$ cat config.mk
export PLATFORM = sky130hd
export DESIGN_NAME = exec_stage
export DESIGN_NICKNAME = d
export VERILOG_FILES = /design/src/exec_pkg.sv /design/src/alu.sv /design/src/branch_unit.sv /design/src/mult_unit.sv /design/src/div_unit.sv /design/src/muldiv_arbiter.sv /design/src/exec_stage.sv
export SDC_FILE = /design/constraint.sdc
export NUM_CORES = 2
export LEC_CHECK = 0
export BUFFER_PORTS_ARGS = -buffer_cell sky130_fd_sc_hd__buf_2
export CORE_UTILIZATION = 45
export CTS_CLUSTER_SIZE = 8
export DETAILED_ROUTE_END_ITERATION = 6
export GPL_TIMING_DRIVEN = 0
export PLACE_DENSITY = 0.69
export SLEW_MARGIN = 20
export SYNTH_ARGS = -nofsm -noshare
export SYNTH_HDL_FRONTEND = slang
export SYNTH_SLANG_ARGS = --single-unit
$ cat constraint.sdc
create_clock -name clk_i -period 10.9 [get_ports clk_i]
set_input_delay 1.09 -clock clk_i [delete_from_list [all_inputs] [get_ports clk_i]]
set_output_delay 1.09 -clock clk_i [all_outputs]
set_load 0.01 [all_outputs]
$ cat src/exec_pkg.sv
`default_nettype none

package exec_pkg;

    typedef logic [31:0] word_t;

    // hi in [63:32], lo in [31:0]
    typedef logic [63:0] dword_t;

    typedef logic [15:0] imm_t;

    typedef enum logic [4:0] {
        ADD,
        ADDU,
        SUB,
        SUBU,
        AND,
        OR,
        XOR,
        NOR,
        SLT,
        SLTU,
        SLL,
        SRL,
        SRA,
        LUI,
        MULT,
        MULTU,
        DIV,
        DIVU,
        NOP
    } exec_op_e;

    typedef enum logic {
        REGB,
        IMM
    } src_sel_e;

    // nine kinds, so four bits
    typedef enum logic [3:0] {
        NONE,
        BEQ,
        BNE,
        BLEZ,
        BGTZ,
        BLTZ,
        BGEZ,
        J,
        JR
    } branch_kind_e;

    function automatic logic is_muldiv(exec_op_e op);
        return (op == MULT) || (op == MULTU) || (op == DIV) || (op == DIVU);
    endfunction

endpackage

`default_nettype wire

$ cat src/alu.sv
`default_nettype none

module alu (
    input  exec_pkg::word_t    a_i,
    input  exec_pkg::word_t    b_i,
    input  logic [4:0]         shamt_i,
    input  exec_pkg::exec_op_e op_i,
    output exec_pkg::word_t    result_o,
    output logic               ovf_o
);
    import exec_pkg::*;

    word_t sum;
    word_t diff;
    logic  add_ovf;
    logic  sub_ovf;

    assign sum  = a_i + b_i;
    assign diff = a_i - b_i;

    // operands agree in sign, result does not
    assign add_ovf = (a_i[31] == b_i[31]) && (sum[31] != a_i[31]);
    // operands differ in sign, result takes the sign of b
    assign sub_ovf = (a_i[31] != b_i[31]) && (diff[31] != a_i[31]);

    always_comb begin
        result_o = '0;
        case (op_i)
            ADD, ADDU: result_o = sum;
            SUB, SUBU: result_o = diff;
            AND:       result_o = a_i & b_i;
            OR:        result_o = a_i | b_i;
            XOR:       result_o = a_i ^ b_i;
            NOR:       result_o = ~(a_i | b_i);
            SLT:       result_o = {31'b0, $signed(a_i) < $signed(b_i)};
            SLTU:      result_o = {31'b0, a_i < b_i};
            // shifts work on rt
            SLL:       result_o = b_i << shamt_i;
            SRL:       result_o = b_i >> shamt_i;
            SRA:       result_o = word_t'($signed(b_i) >>> shamt_i);
            LUI:       result_o = {b_i[15:0], 16'h0000};
            // mul/div and nop leave the result at zero
            default:   result_o = '0;
        endcase
    end

    // unsigned forms never trap
    assign ovf_o = ((op_i == ADD) && add_ovf) || ((op_i == SUB) && sub_ovf);

endmodule

`default_nettype wire

$ cat src/branch_unit.sv
`default_nettype none

module branch_unit (
    input  exec_pkg::branch_kind_e kind_i,
    input  exec_pkg::word_t        rs_i,
    input  exec_pkg::word_t        rt_i,
    input  exec_pkg::word_t        pc_i,
    input  exec_pkg::imm_t         offset_i,
    input  logic [25:0]            instr_index_i,
    output logic                   taken_o,
    output exec_pkg::word_t        target_o
);
    import exec_pkg::*;

    word_t slot_pc;
    word_t br_target;
    word_t j_target;
    logic  rs_zero;
    logic  rs_neg;

    // delay slot address
    assign slot_pc   = pc_i + 32'd4;
    assign br_target = slot_pc + {{14{offset_i[15]}}, offset_i, 2'b00};
    assign j_target  = {slot_pc[31:28], instr_index_i, 2'b00};

    assign rs_zero = (rs_i == '0);
    assign rs_neg  = rs_i[31];

    always_comb begin
        taken_o  = 1'b0;
        target_o = '0;
        case (kind_i)
            BEQ: begin
                taken_o  = (rs_i == rt_i);
                target_o = br_target;
            end
            BNE: begin
                taken_o  = (rs_i != rt_i);
                target_o = br_target;
            end
            BLEZ: begin
                taken_o  = rs_neg || rs_zero;
                target_o = br_target;
            end
            BGTZ: begin
                taken_o  = !rs_neg && !rs_zero;
                target_o = br_target;
            end
            BLTZ: begin
                taken_o  = rs_neg;
                target_o = br_target;
            end
            BGEZ: begin
                taken_o  = !rs_neg;
                target_o = br_target;
            end
            J: begin
                taken_o  = 1'b1;
                target_o = j_target;
            end
            JR: begin
                taken_o  = 1'b1;
                target_o = rs_i;
            end
            default: begin
                taken_o  = 1'b0;
                target_o = '0;
            end
        endcase
    end

endmodule

`default_nettype wire

$ cat src/mult_unit.sv
`default_nettype none

module mult_unit (
    input  logic             clk_i,
    input  logic             rst_n_i,
    input  logic             start_i,
    input  logic             signed_i,
    input  exec_pkg::word_t  a_i,
    input  exec_pkg::word_t  b_i,
    output logic             done_o,
    output exec_pkg::dword_t product_o
);
    import exec_pkg::*;

    logic        busy;
    logic [4:0]  step;
    logic        negate;
    word_t       mcand;
    dword_t      acc;
    dword_t      acc_next;
    logic [32:0] upper_sum;
    word_t       a_mag;
    word_t       b_mag;

    assign a_mag = (signed_i && a_i[31]) ? -a_i : a_i;
    assign b_mag = (signed_i && b_i[31]) ? -b_i : b_i;

    // acc holds {partial product, remaining multiplier bits}
    assign upper_sum = {1'b0, acc[63:32]} + (acc[0] ? {1'b0, mcand} : 33'd0);
    assign acc_next  = {upper_sum, acc[31:1]};

    always_ff @(posedge clk_i or negedge rst_n_i) begin
        if (!rst_n_i) begin
            busy   <= 1'b0;
            step   <= '0;
            done_o <= 1'b0;
        end else begin
            done_o <= 1'b0;
            if (busy) begin
                step <= step + 5'd1;
                if (step == 5'd31) begin
                    busy   <= 1'b0;
                    done_o <= 1'b1;
                end
            end else if (start_i) begin
                busy <= 1'b1;
                step <= '0;
            end
        end
    end

    always_ff @(posedge clk_i) begin
        if (busy) begin
            acc <= acc_next;
            // last step, apply the sign
            if (step == 5'd31) begin
                product_o <= negate ? -acc_next : acc_next;
            end
        end else if (start_i) begin
            mcand  <= a_mag;
            acc    <= {32'b0, b_mag};
            negate <= signed_i && (a_i[31] ^ b_i[31]);
        end
    end

endmodule

`default_nettype wire

$ cat src/div_unit.sv
`default_nettype none

module div_unit (
    input  logic             clk_i,
    input  logic             rst_n_i,
    input  logic             start_i,
    input  logic             signed_i,
    input  exec_pkg::word_t  a_i,
    input  exec_pkg::word_t  b_i,
    output logic             done_o,
    output exec_pkg::dword_t quot_rem_o
);
    import exec_pkg::*;

    logic        busy;
    logic [4:0]  step;
    logic        quot_neg;
    logic        rem_neg;
    word_t       divisor;
    word_t       rem;
    word_t       quot;
    logic [32:0] rem_shift;
    logic [32:0] trial;
    word_t       rem_next;
    word_t       quot_next;
    word_t       a_mag;
    word_t       b_mag;

    assign a_mag = (signed_i && a_i[31]) ? -a_i : a_i;
    assign b_mag = (signed_i && b_i[31]) ? -b_i : b_i;

    // quot starts as the dividend and fills with quotient bits from the right
    assign rem_shift = {rem, quot[31]};
    assign trial     = rem_shift - {1'b0, divisor};

    // negative trial means restore
    assign rem_next  = trial[32] ? rem_shift[31:0] : trial[31:0];
    assign quot_next = {quot[30:0], ~trial[32]};

    always_ff @(posedge clk_i or negedge rst_n_i) begin
        if (!rst_n_i) begin
            busy   <= 1'b0;
            step   <= '0;
            done_o <= 1'b0;
        end else begin
            done_o <= 1'b0;
            if (busy) begin
                step <= step + 5'd1;
                if (step == 5'd31) begin
                    busy   <= 1'b0;
                    done_o <= 1'b1;
                end
            end else if (start_i) begin
                busy <= 1'b1;
                step <= '0;
            end
        end
    end

    always_ff @(posedge clk_i) begin
        if (busy) begin
            rem  <= rem_next;
            quot <= quot_next;
            if (step == 5'd31) begin
                quot_rem_o <= {rem_neg ? -rem_next : rem_next,
                               quot_neg ? -quot_next : quot_next};
            end
        end else if (start_i) begin
            divisor  <= b_mag;
            rem      <= '0;
            quot     <= a_mag;
            quot_neg <= signed_i && (a_i[31] ^ b_i[31]);
            // remainder follows the dividend
            rem_neg  <= signed_i && a_i[31];
        end
    end

endmodule

`default_nettype wire

$ cat src/muldiv_arbiter.sv
`default_nettype none

module muldiv_arbiter (
    input  logic               clk_i,
    input  logic               rst_n_i,
    input  logic               req0_i,
    input  logic               req1_i,
    input  exec_pkg::exec_op_e op0_i,
    input  exec_pkg::exec_op_e op1_i,
    input  exec_pkg::word_t    rs0_i,
    input  exec_pkg::word_t    rt0_i,
    input  exec_pkg::word_t    rs1_i,
    input  exec_pkg::word_t    rt1_i,
    output logic               stall_o,
    output exec_pkg::dword_t   hilo0_o,
    output exec_pkg::dword_t   hilo1_o,
    output logic               hilo0_we_o,
    output logic               hilo1_we_o
);
    import exec_pkg::*;

    typedef enum logic [1:0] {
        ST_IDLE,
        ST_RUN1,
        ST_RUN0,
        ST_FINISH
    } arb_state_e;

    arb_state_e state;
    logic       pend0;
    logic       pend1;
    logic       want0;
    logic       want1;
    logic       grant1;
    logic       start;
    logic       grant_signed;
    logic       grant_mult;
    exec_op_e   grant_op;
    word_t      grant_a;
    word_t      grant_b;
    logic       mult_done;
    logic       div_done;
    logic       unit_done;
    dword_t     product;
    dword_t     quot_rem;
    dword_t     unit_result;

    assign want0 = req0_i && is_muldiv(op0_i);
    assign want1 = req1_i && is_muldiv(op1_i);

    // lane 1 goes first from idle, lane 0 follows when lane 1 finishes
    assign grant1 = (state == ST_IDLE) && want1;
    assign start  = ((state == ST_IDLE) && (want0 || want1)) ||
                    ((state == ST_RUN1) && unit_done && pend0);

    assign grant_op     = grant1 ? op1_i : op0_i;
    assign grant_a      = grant1 ? rs1_i : rs0_i;
    assign grant_b      = grant1 ? rt1_i : rt0_i;
    assign grant_signed = (grant_op == MULT) || (grant_op == DIV);
    assign grant_mult   = (grant_op == MULT) || (grant_op == MULTU);

    assign unit_done   = mult_done || div_done;
    assign unit_result = mult_done ? product : quot_rem;

    // finish cycle drops the stall while the old op is still on the inputs
    assign stall_o    = (state == ST_IDLE) ? (want0 || want1) : (state != ST_FINISH);
    assign hilo0_we_o = (state == ST_FINISH) && pend0;
    assign hilo1_we_o = (state == ST_FINISH) && pend1;

    mult_unit u_mult (
        .clk_i     (clk_i),
        .rst_n_i   (rst_n_i),
        .start_i   (start && grant_mult),
        .signed_i  (grant_signed),
        .a_i       (grant_a),
        .b_i       (grant_b),
        .done_o    (mult_done),
        .product_o (product)
    );

    div_unit u_div (
        .clk_i      (clk_i),
        .rst_n_i    (rst_n_i),
        .start_i    (start && !grant_mult),
        .signed_i   (grant_signed),
        .a_i        (grant_a),
        .b_i        (grant_b),
        .done_o     (div_done),
        .quot_rem_o (quot_rem)
    );

    always_ff @(posedge clk_i or negedge rst_n_i) begin
        if (!rst_n_i) begin
            state <= ST_IDLE;
            pend0 <= 1'b0;
            pend1 <= 1'b0;
        end else begin
            case (state)
                ST_IDLE: begin
                    if (want0 || want1) begin
                        pend0 <= want0;
                        pend1 <= want1;
                        state <= want1 ? ST_RUN1 : ST_RUN0;
                    end
                end
                ST_RUN1: begin
                    if (unit_done) begin
                        state <= pend0 ? ST_RUN0 : ST_FINISH;
                    end
                end
                ST_RUN0: begin
                    if (unit_done) begin
                        state <= ST_FINISH;
                    end
                end
                default: state <= ST_IDLE;
            endcase
        end
    end

    always_ff @(posedge clk_i) begin
        if (unit_done && (state == ST_RUN1)) begin
            hilo1_o <= unit_result;
        end
        if (unit_done && (state == ST_RUN0)) begin
            hilo0_o <= unit_result;
        end
    end

endmodule

`default_nettype wire

$ cat src/exec_stage.sv
`default_nettype none

module exec_stage (
    input  logic                   clk_i,
    input  logic                   rst_n_i,

    input  logic                   lane0_valid_i,
    input  exec_pkg::exec_op_e     lane0_op_i,
    input  exec_pkg::word_t        lane0_rs_i,
    input  exec_pkg::word_t        lane0_rt_i,
    input  exec_pkg::imm_t         lane0_imm_i,
    input  logic                   lane0_zeroext_i,
    input  exec_pkg::src_sel_e     lane0_alusrc_i,
    input  exec_pkg::word_t        lane0_pc_i,

    input  logic                   lane1_valid_i,
    input  exec_pkg::exec_op_e     lane1_op_i,
    input  exec_pkg::word_t        lane1_rs_i,
    input  exec_pkg::word_t        lane1_rt_i,
    input  exec_pkg::imm_t         lane1_imm_i,
    input  logic                   lane1_zeroext_i,
    input  exec_pkg::src_sel_e     lane1_alusrc_i,
    input  exec_pkg::word_t        lane1_pc_i,
    input  exec_pkg::branch_kind_e lane1_branch_i,
    input  logic                   lane1_link_i,
    input  logic [25:0]            lane1_instr_index_i,

    output exec_pkg::word_t        lane0_result_o,
    output exec_pkg::word_t        lane1_result_o,
    output logic                   lane0_ovf_o,
    output logic                   lane1_ovf_o,
    output logic                   lane0_kill_o,
    output logic                   branch_taken_o,
    output exec_pkg::word_t        branch_target_o,
    output exec_pkg::dword_t       lane0_hilo_o,
    output exec_pkg::dword_t       lane1_hilo_o,
    output logic                   lane0_hilo_we_o,
    output logic                   lane1_hilo_we_o,
    output logic                   stall_o
);
    import exec_pkg::*;

    word_t lane0_b;
    word_t lane1_b;
    word_t lane1_alu_result;
    logic  lane0_req;
    logic  lane1_req;

    function automatic word_t extend_imm(imm_t imm, logic zero_ext);
        return zero_ext ? {16'h0000, imm} : {{16{imm[15]}}, imm};
    endfunction

    assign lane0_b = (lane0_alusrc_i == IMM) ? extend_imm(lane0_imm_i, lane0_zeroext_i)
                                             : lane0_rt_i;
    assign lane1_b = (lane1_alusrc_i == IMM) ? extend_imm(lane1_imm_i, lane1_zeroext_i)
                                             : lane1_rt_i;

    // shift amount sits in imm[10:6]
    alu u_alu0 (
        .a_i      (lane0_rs_i),
        .b_i      (lane0_b),
        .shamt_i  (lane0_imm_i[10:6]),
        .op_i     (lane0_op_i),
        .result_o (lane0_result_o),
        .ovf_o    (lane0_ovf_o)
    );

    alu u_alu1 (
        .a_i      (lane1_rs_i),
        .b_i      (lane1_b),
        .shamt_i  (lane1_imm_i[10:6]),
        .op_i     (lane1_op_i),
        .result_o (lane1_alu_result),
        .ovf_o    (lane1_ovf_o)
    );

    // link skips the delay slot
    assign lane1_result_o = lane1_link_i ? (lane1_pc_i + 32'd8) : lane1_alu_result;

    // older lane traps, younger lane must not commit
    assign lane0_kill_o = lane1_valid_i && lane1_ovf_o;

    branch_unit u_branch (
        .kind_i        (lane1_branch_i),
        .rs_i          (lane1_rs_i),
        .rt_i          (lane1_rt_i),
        .pc_i          (lane1_pc_i),
        .offset_i      (lane1_imm_i),
        .instr_index_i (lane1_instr_index_i),
        .taken_o       (branch_taken_o),
        .target_o      (branch_target_o)
    );

    assign lane0_req = lane0_valid_i && is_muldiv(lane0_op_i);
    assign lane1_req = lane1_valid_i && is_muldiv(lane1_op_i);

    muldiv_arbiter u_muldiv (
        .clk_i      (clk_i),
        .rst_n_i    (rst_n_i),
        .req0_i     (lane0_req),
        .req1_i     (lane1_req),
        .op0_i      (lane0_op_i),
        .op1_i      (lane1_op_i),
        .rs0_i      (lane0_rs_i),
        .rt0_i      (lane0_rt_i),
        .rs1_i      (lane1_rs_i),
        .rt1_i      (lane1_rt_i),
        .stall_o    (stall_o),
        .hilo0_o    (lane0_hilo_o),
        .hilo1_o    (lane1_hilo_o),
        .hilo0_we_o (lane0_hilo_we_o),
        .hilo1_we_o (lane1_hilo_we_o)
    );

endmodule

`default_nettype wire

# After elaboration in Yosys (flattened, before gate mapping)
# Index checks and enable logic that the tools add are counted.
[classes]
n_eq_ne = 64
n_bitwise = 12
n_mux = 47
n_reduce_logical = 61
order_cmp = 4
n_addsub = 16
shift = 6
[op_table]
columns = ["operator", "n"]
rows = [
  ["$pmux W32 S12", 2],
  ["$mux W32", 17],
  ["$mux W64", 4],
  ["$lt A32 B32 Y1", 4],
  ["$neg A32 Y32", 4],
  ["$add A32 B32 Y32", 3],
  ["$pmux W32 S3", 1],
  ["$eq A5 B4 Y1 const B", 18],
  ["$and A32 B32 Y32", 2],
  ["$neg A64 Y64", 1],
  ["$not A32 Y32", 2],
  ["$or A32 B32 Y32", 2],
  ["$shl A32 B5 Y32", 2],
  ["$shr A32 B5 Y32", 2],
  ["$sshr A32 B5 Y32", 2],
  ["$sub A32 B32 Y32", 2],
  ["$xor A32 B32 Y32", 2],
  ["$eq A5 B3 Y1 const B", 8],
  ["$eq A5 B5 Y1 const B", 7],
  ["$add A32 B32 Y33", 1],
  ["$sub A33 B32 Y33", 1],
  ["$add A32 B3 Y32 const B", 1],
  ["$add A32 B4 Y32 const B", 1],
  ["$eq A32 B32 Y1", 1],
  ["32 further kinds", 120],
]
[word_totals]
word_cells = 231
ff_bits = 469
in_bits = 273
out_inout_bits = 231

# Depth between registers and ports, before layout
[depth]
depth_word = 14
depth_mapped = 22
depth_no_buf = 19

# By module
# From an unflattened synthesis, not the netlist that was laid out.
[unflattened]
hier_cells = 5938
area_unflattened_um2 = 50922.6
[by_module_without_submodules]
columns = ["mod", "seq_area_each_um2", "n_inst", "area_per_inst_um2", "cells_per_inst"]
rows = [
  ["mult_unit", 5009.8, 1, 11014.3, 1084],
  ["div_unit", 5039.8, 1, 10989.3, 1091],
  ["alu at u_alu0", 0.0, 1, 9272.6, 1394],
  ["alu at u_alu1", 0.0, 1, 9112.5, 1347],
  ["muldiv_arbiter", 3943.8, 1, 5813.1, 323],
  ["branch_unit", 0.0, 1, 3062.9, 430],
  ["exec_stage", 0.0, 1, 1657.8, 269],
]

# Worst setup path before layout
# OpenSTA, ideal clock, no wires.
[synth_path]
path_kind = "input to output"
from = "input port lane1_alusrc_i"
to = "output port lane0_kill_o"
arrival_ns = 5.041
n_path_buf = 5
setup_slack_ns = 4.769
t_required_ns = 9.810
stages = 17
cell_sequence = "clkbuf_1 -> buf_1 -> clkbuf_1 -> clkbuf_1 -> nor2_1 -> nor2_1 -> inv_1 -> ha_1 -> clkbuf_1 -> or4_1 -> nor2_1 -> o211ai_1 -> a41oi_1 -> a21oi_1 -> o32a_1 -> mux2i_1 -> and2_1"
[synth_between]
elab_chain_len = 7
elab_cells_between_ends = 13
cone_classes = "add/sub: 2; eq/ne: 4; mux: 1; reduce/logical: 6"
[synth_lines]
columns = ["element", "line_no", "rtl"]
rows = [
  ["start: declaration", "exec_stage.sv:22", "input exec_pkg::src_sel_e lane1_alusrc_i,"],
  ["$mux W32 (*)", "exec_stage.sv:55", "assign lane1_b = (lane1_alusrc_i == IMM) ? extend_imm(lane1_imm_i, lane1_zeroext_i)"],
  ["$add A32 B32 Y32 or $sub A32 B32 Y32 (tied branches)", "alu.sv:18, alu.sv:19", ""],
  ["$ne A1 B1 Y1, on equally long branches", "alu.sv:22, alu.sv:24", ""],
  ["$logic_and A1 B1 Y1, on equally long branches", "alu.sv:22, alu.sv:24", ""],
  ["$logic_and A1 B1 Y1", "alu.sv:48", "assign ovf_o = ((op_i == ADD) && add_ovf) || ((op_i == SUB) && sub_ovf);"],
  ["$logic_or A1 B1 Y1 (*)", "alu.sv:48", ""],
  ["net lane1_ovf_o", "exec_stage.sv:31", "output logic lane1_ovf_o,"],
  ["$logic_and A1 B1 Y1 (*)", "exec_stage.sv:81", "assign lane0_kill_o = lane1_valid_i && lane1_ovf_o;"],
  ["end: declaration", "exec_stage.sv:32", "output logic lane0_kill_o,"],
]
# Mark *: on every way through the listed nets, which the timed path passes. The rest lies on a longest branch.

# Worst setup path in the final report
[layout_path]
from = "input port lane0_alusrc_i"
to = "output port lane0_result_o[30]"
[layout_between]
elab_chain_len = 4
elab_cells_between_ends = 11
cone_classes = "add/sub: 2; shift: 3; mux: 2; bitwise: 4"
[layout_lines]
columns = ["element", "line_no", "rtl"]
rows = [
  ["start: declaration", "exec_stage.sv:13", "input exec_pkg::src_sel_e lane0_alusrc_i,"],
  ["$mux W32 (*)", "exec_stage.sv:53", "assign lane0_b = (lane0_alusrc_i == IMM) ? extend_imm(lane0_imm_i, lane0_zeroext_i)"],
  ["parallel branches: the longest is 2 deep, another holds $sub A32 B32 Y32", "n/a", ""],
  ["$pmux W32 S12 (*)", "alu.sv:28", "case (op_i)"],
  ["end: declaration", "exec_stage.sv:28", "output exec_pkg::word_t lane0_result_o,"],
]
# Every way passes the cells marked *.

==> metrics <==
status complete, but fails checks; failing checks DRC; Critical Path RT 9810 ps; ys async rst share 3.84%; setup ws final 1700 ps; Pins Over Slew Limit 0; fillers 10100; post-synthesis sequential area ratio 29.4%; Setup Crit Path Kind in2out; simple-gate share of the synthesized area 17.6%; number of global-route vias before repair 48300; routing usage on met3 18.0%; CTS tree yes; worst hold slack 434 ps; Clock Power Share 20.0%; Switching Share 45.4%; num rows 118; grt total ovfl 0; Via Count 52800; initial antenna violation count 35; R2R depth 22; DRT Wirelength 265000 um; Hold-fix buffers, CTS 0; Num CTS Buffers 69; Cells after Synth 5749; Worst setup startpoint lane0_alusrc_i; Netlist cell types 96; post-DR wirelength/cell 34.3 um; # port buffers 456; FF-to-FF End u_muldiv.u_div.quot_rem_o[28]; PD cells 181 nW/um^2; Post-Synth Adder-Cell Area 8.47%; final instance area 53900 sq um; Initial Util 45.7%; Lkg Pwr 21.4 nW; Net Sw Power 4.42 mW; clock skew 26.9 ps; Die Width 327 um; die area 107000 sq um; setup slack at placement 2290 ps; Combinational Power Share 51.4%; MaxCap Viol Count 0; Post-synth EDFFs 451; Avg Cell Area, Syn 8.27 sq um; ys flop type edfxtp_1; critical path, cell by cell buf_2 -> clkbuf_1 -> buf_1 -> mux2i_1 -> inv_1 -> ha_1 -> inv_1 -> fa_1 -> nor2b_1 -> o21ai_0 -> a21boi_0 -> o41ai_1 -> o21ai_0 -> o211ai_1 -> o31ai_1 -> a31oi_1 -> a22oi_1 -> mux2i_1 -> or4_1 -> buf_2; Synth Area in XOR/XNOR 7.29%; htree depth 3; root buffer cell clkbuf_16; Slew headroom 6.20%; # setup viols final 0; first-pass GRT wire length 361000 um; Clk Latency, worst-skew pair 600 ps; Worst-Margin Slew 1370 ps; postcts setup bufs 0; Synthesized Nets 6340; most common cell after layout, fill and taps aside nand2_1; DRC 31; CTS Buffer Depth 3; gr busiest metal met2; Sequential Power Share 28.6%; Tot Pwr 9.74 mW; setup tns final 0 ps; met2 Track Usage GR 67.3%; Worst Path Arrival 8110 ps; reg-to-reg setup timing slack 3380 ps; worst vdd ir 0.159 mV; Placed Instances 7596; sum of buffers and inverters on the critical path 6; complex-gate fraction of the synthesized area 23.4%; largest net degree at the start of global routing 36; layout cells sized above 1 12.4%; Ys Warns 0; delay-heaviest family, CP compound AO/OA/AOI/OAI gates; cell depth of the worst setup path 20; vias per cell 6.85; met1 Track Usage GR 58.8%; nets@finish 6881; startpoint types input pin; unrepaired setup endpoints after global routing false; mux contribution to synthesized area 8.77%; global placer's final weighted congestion 1.16; last element of the critical path lane0_result_o[30]; Int Power 5.32 mW; Final Hold Viols 0; post-route ant nets 0; Worst Hold Class in2async; Ports 504; CP Capture Type output pin; drt pass-1 iters 7; clock-pin slew on the worst setup and hold paths 50 ps; Area growth syn-to-layout 13.2%; Max stage delay cell, worst path o31ai_1; total core area 104000 sq um; cell area after synthesis 47600 sq um; CP max FO 10; Iteration-0 DRC Markers 8044; total track usage 47.4%; Sink Count 469; minimum clock period 9200 ps; fin util 51.7%; commonest non-fill, non-tap cells in the layout nand2_1, a21oi_1, nor2_1, buf_2, edfxtp_1; largest family of logic cells by synthesized area compound AO/OA/AOI/OAI gates; reg-to-reg startpoint u_muldiv.u_div.quot[31]; Detailed Place HPWL 214000 um; fmax 109 MHz; CP max stage delay 930 ps; Yosys reg bits 469; fin cells 7717; Placed Area 51800 sq um; PostCTS Resize Cnt 0; Final period util 84.4%; DIE HEIGHT 327 um
-- cells by family (layout without fill, tap and decap cells) --
kind of cell	after synthesis	in the layout
AND/OR/NAND/NOR	1778	1778
multiplexers	388	388
adder cells (fa/ha/maj)	318	318
buffers and inverters	643	1203
other	0	28
flip-flops	469	469
XOR/XNOR	396	396
AO/OA/AOI/OAI	1757	1757
-- area by class of cell --
type	count	area [sq um]	area share, %
multi-input combinational	4637	31200	58.0
sequential	469	14000	26.0
timing repair buffer	470	2490	4.62
clock buffer	83	1820	3.38
tap	1380	1730	3.21
buffer	352	1340	2.48
inverter	291	1100	2.04
clock inverter	7	111	0.207
antenna	28	70.1	0.130
-- Yosys cell counts (65+ instances only) --
library cell	instances	area share [%]
nor2_1	497	3.9
a211oi_1	90	1.4
nor3_1	127	1.3
a21oi_1	503	5.3
inv_1	285	2.2
a31oi_1	73	0.96
and2_1	103	1.4
xnor2_1	288	5.3
a21o_1	99	1.6
buf_1	65	0.51
nand3_1	120	1.3
mux2_2	151	3.6
edfxtp_1	451	28
clkbuf_1	276	2.2
xor2_1	108	2.0
ha_1	311	8.2
mux2i_1	229	4.8
nand2_1	555	4.4
o21ai_0	447	4.7
-- worst min path at each step --
stage,startpoint,depth (start not counted),end,slack [ps]
2_1_floorplan,u_muldiv.pend1,2,u_muldiv.pend1,440
3_3_place_gp,u_muldiv.pend1,2,u_muldiv.pend1,480
3_5_place_dp,u_muldiv.pend1,2,u_muldiv.pend1,500
4_1_cts,rst_n_i,1,u_muldiv.u_div.busy,420
5_1_grt,rst_n_i,1,u_muldiv.u_mult.step[0],460
6_report,rst_n_i,1,u_muldiv.u_div.busy,430
-- power groups by stage --
stage / clock (mW) / combinational (mW) / sequential (mW)
6_report: 1.95 / 5.01 / 2.79
5_1_grt: 2.02 / 5.26 / 2.80
4_1_cts: 1.96 / 4.80 / 2.77
3_5_place_dp: 0 / 4.76 / 2.79
3_3_place_gp: 0 / 4.68 / 2.80
2_1_floorplan: 0 / 3.15 / 2.70
-- per-layer routing --
layer,up-vias,part of all wire (%)
li1,22200,-
met2,4332,40
met1,25300,37
met5,-,0.049
met3,990,14
met4,20,8.5
-- registers in the layout (all words and copies together), names as in the netlist, 2 cells and up --
| name | cells |
|---|---|
| u_muldiv.hilo0_o | 64 |
| u_muldiv.hilo1_o | 64 |
| u_muldiv.state | 2 |
| u_muldiv.u_div.divisor | 32 |
| u_muldiv.u_div.quot | 32 |
| u_muldiv.u_div.quot_rem_o | 64 |
| u_muldiv.u_div.rem | 32 |
| u_muldiv.u_div.step | 5 |
| u_muldiv.u_mult.acc | 64 |
| u_muldiv.u_mult.mcand | 32 |
| u_muldiv.u_mult.product_o | 64 |
| u_muldiv.u_mult.step | 5 |
(Power assumes the default switching activity.)
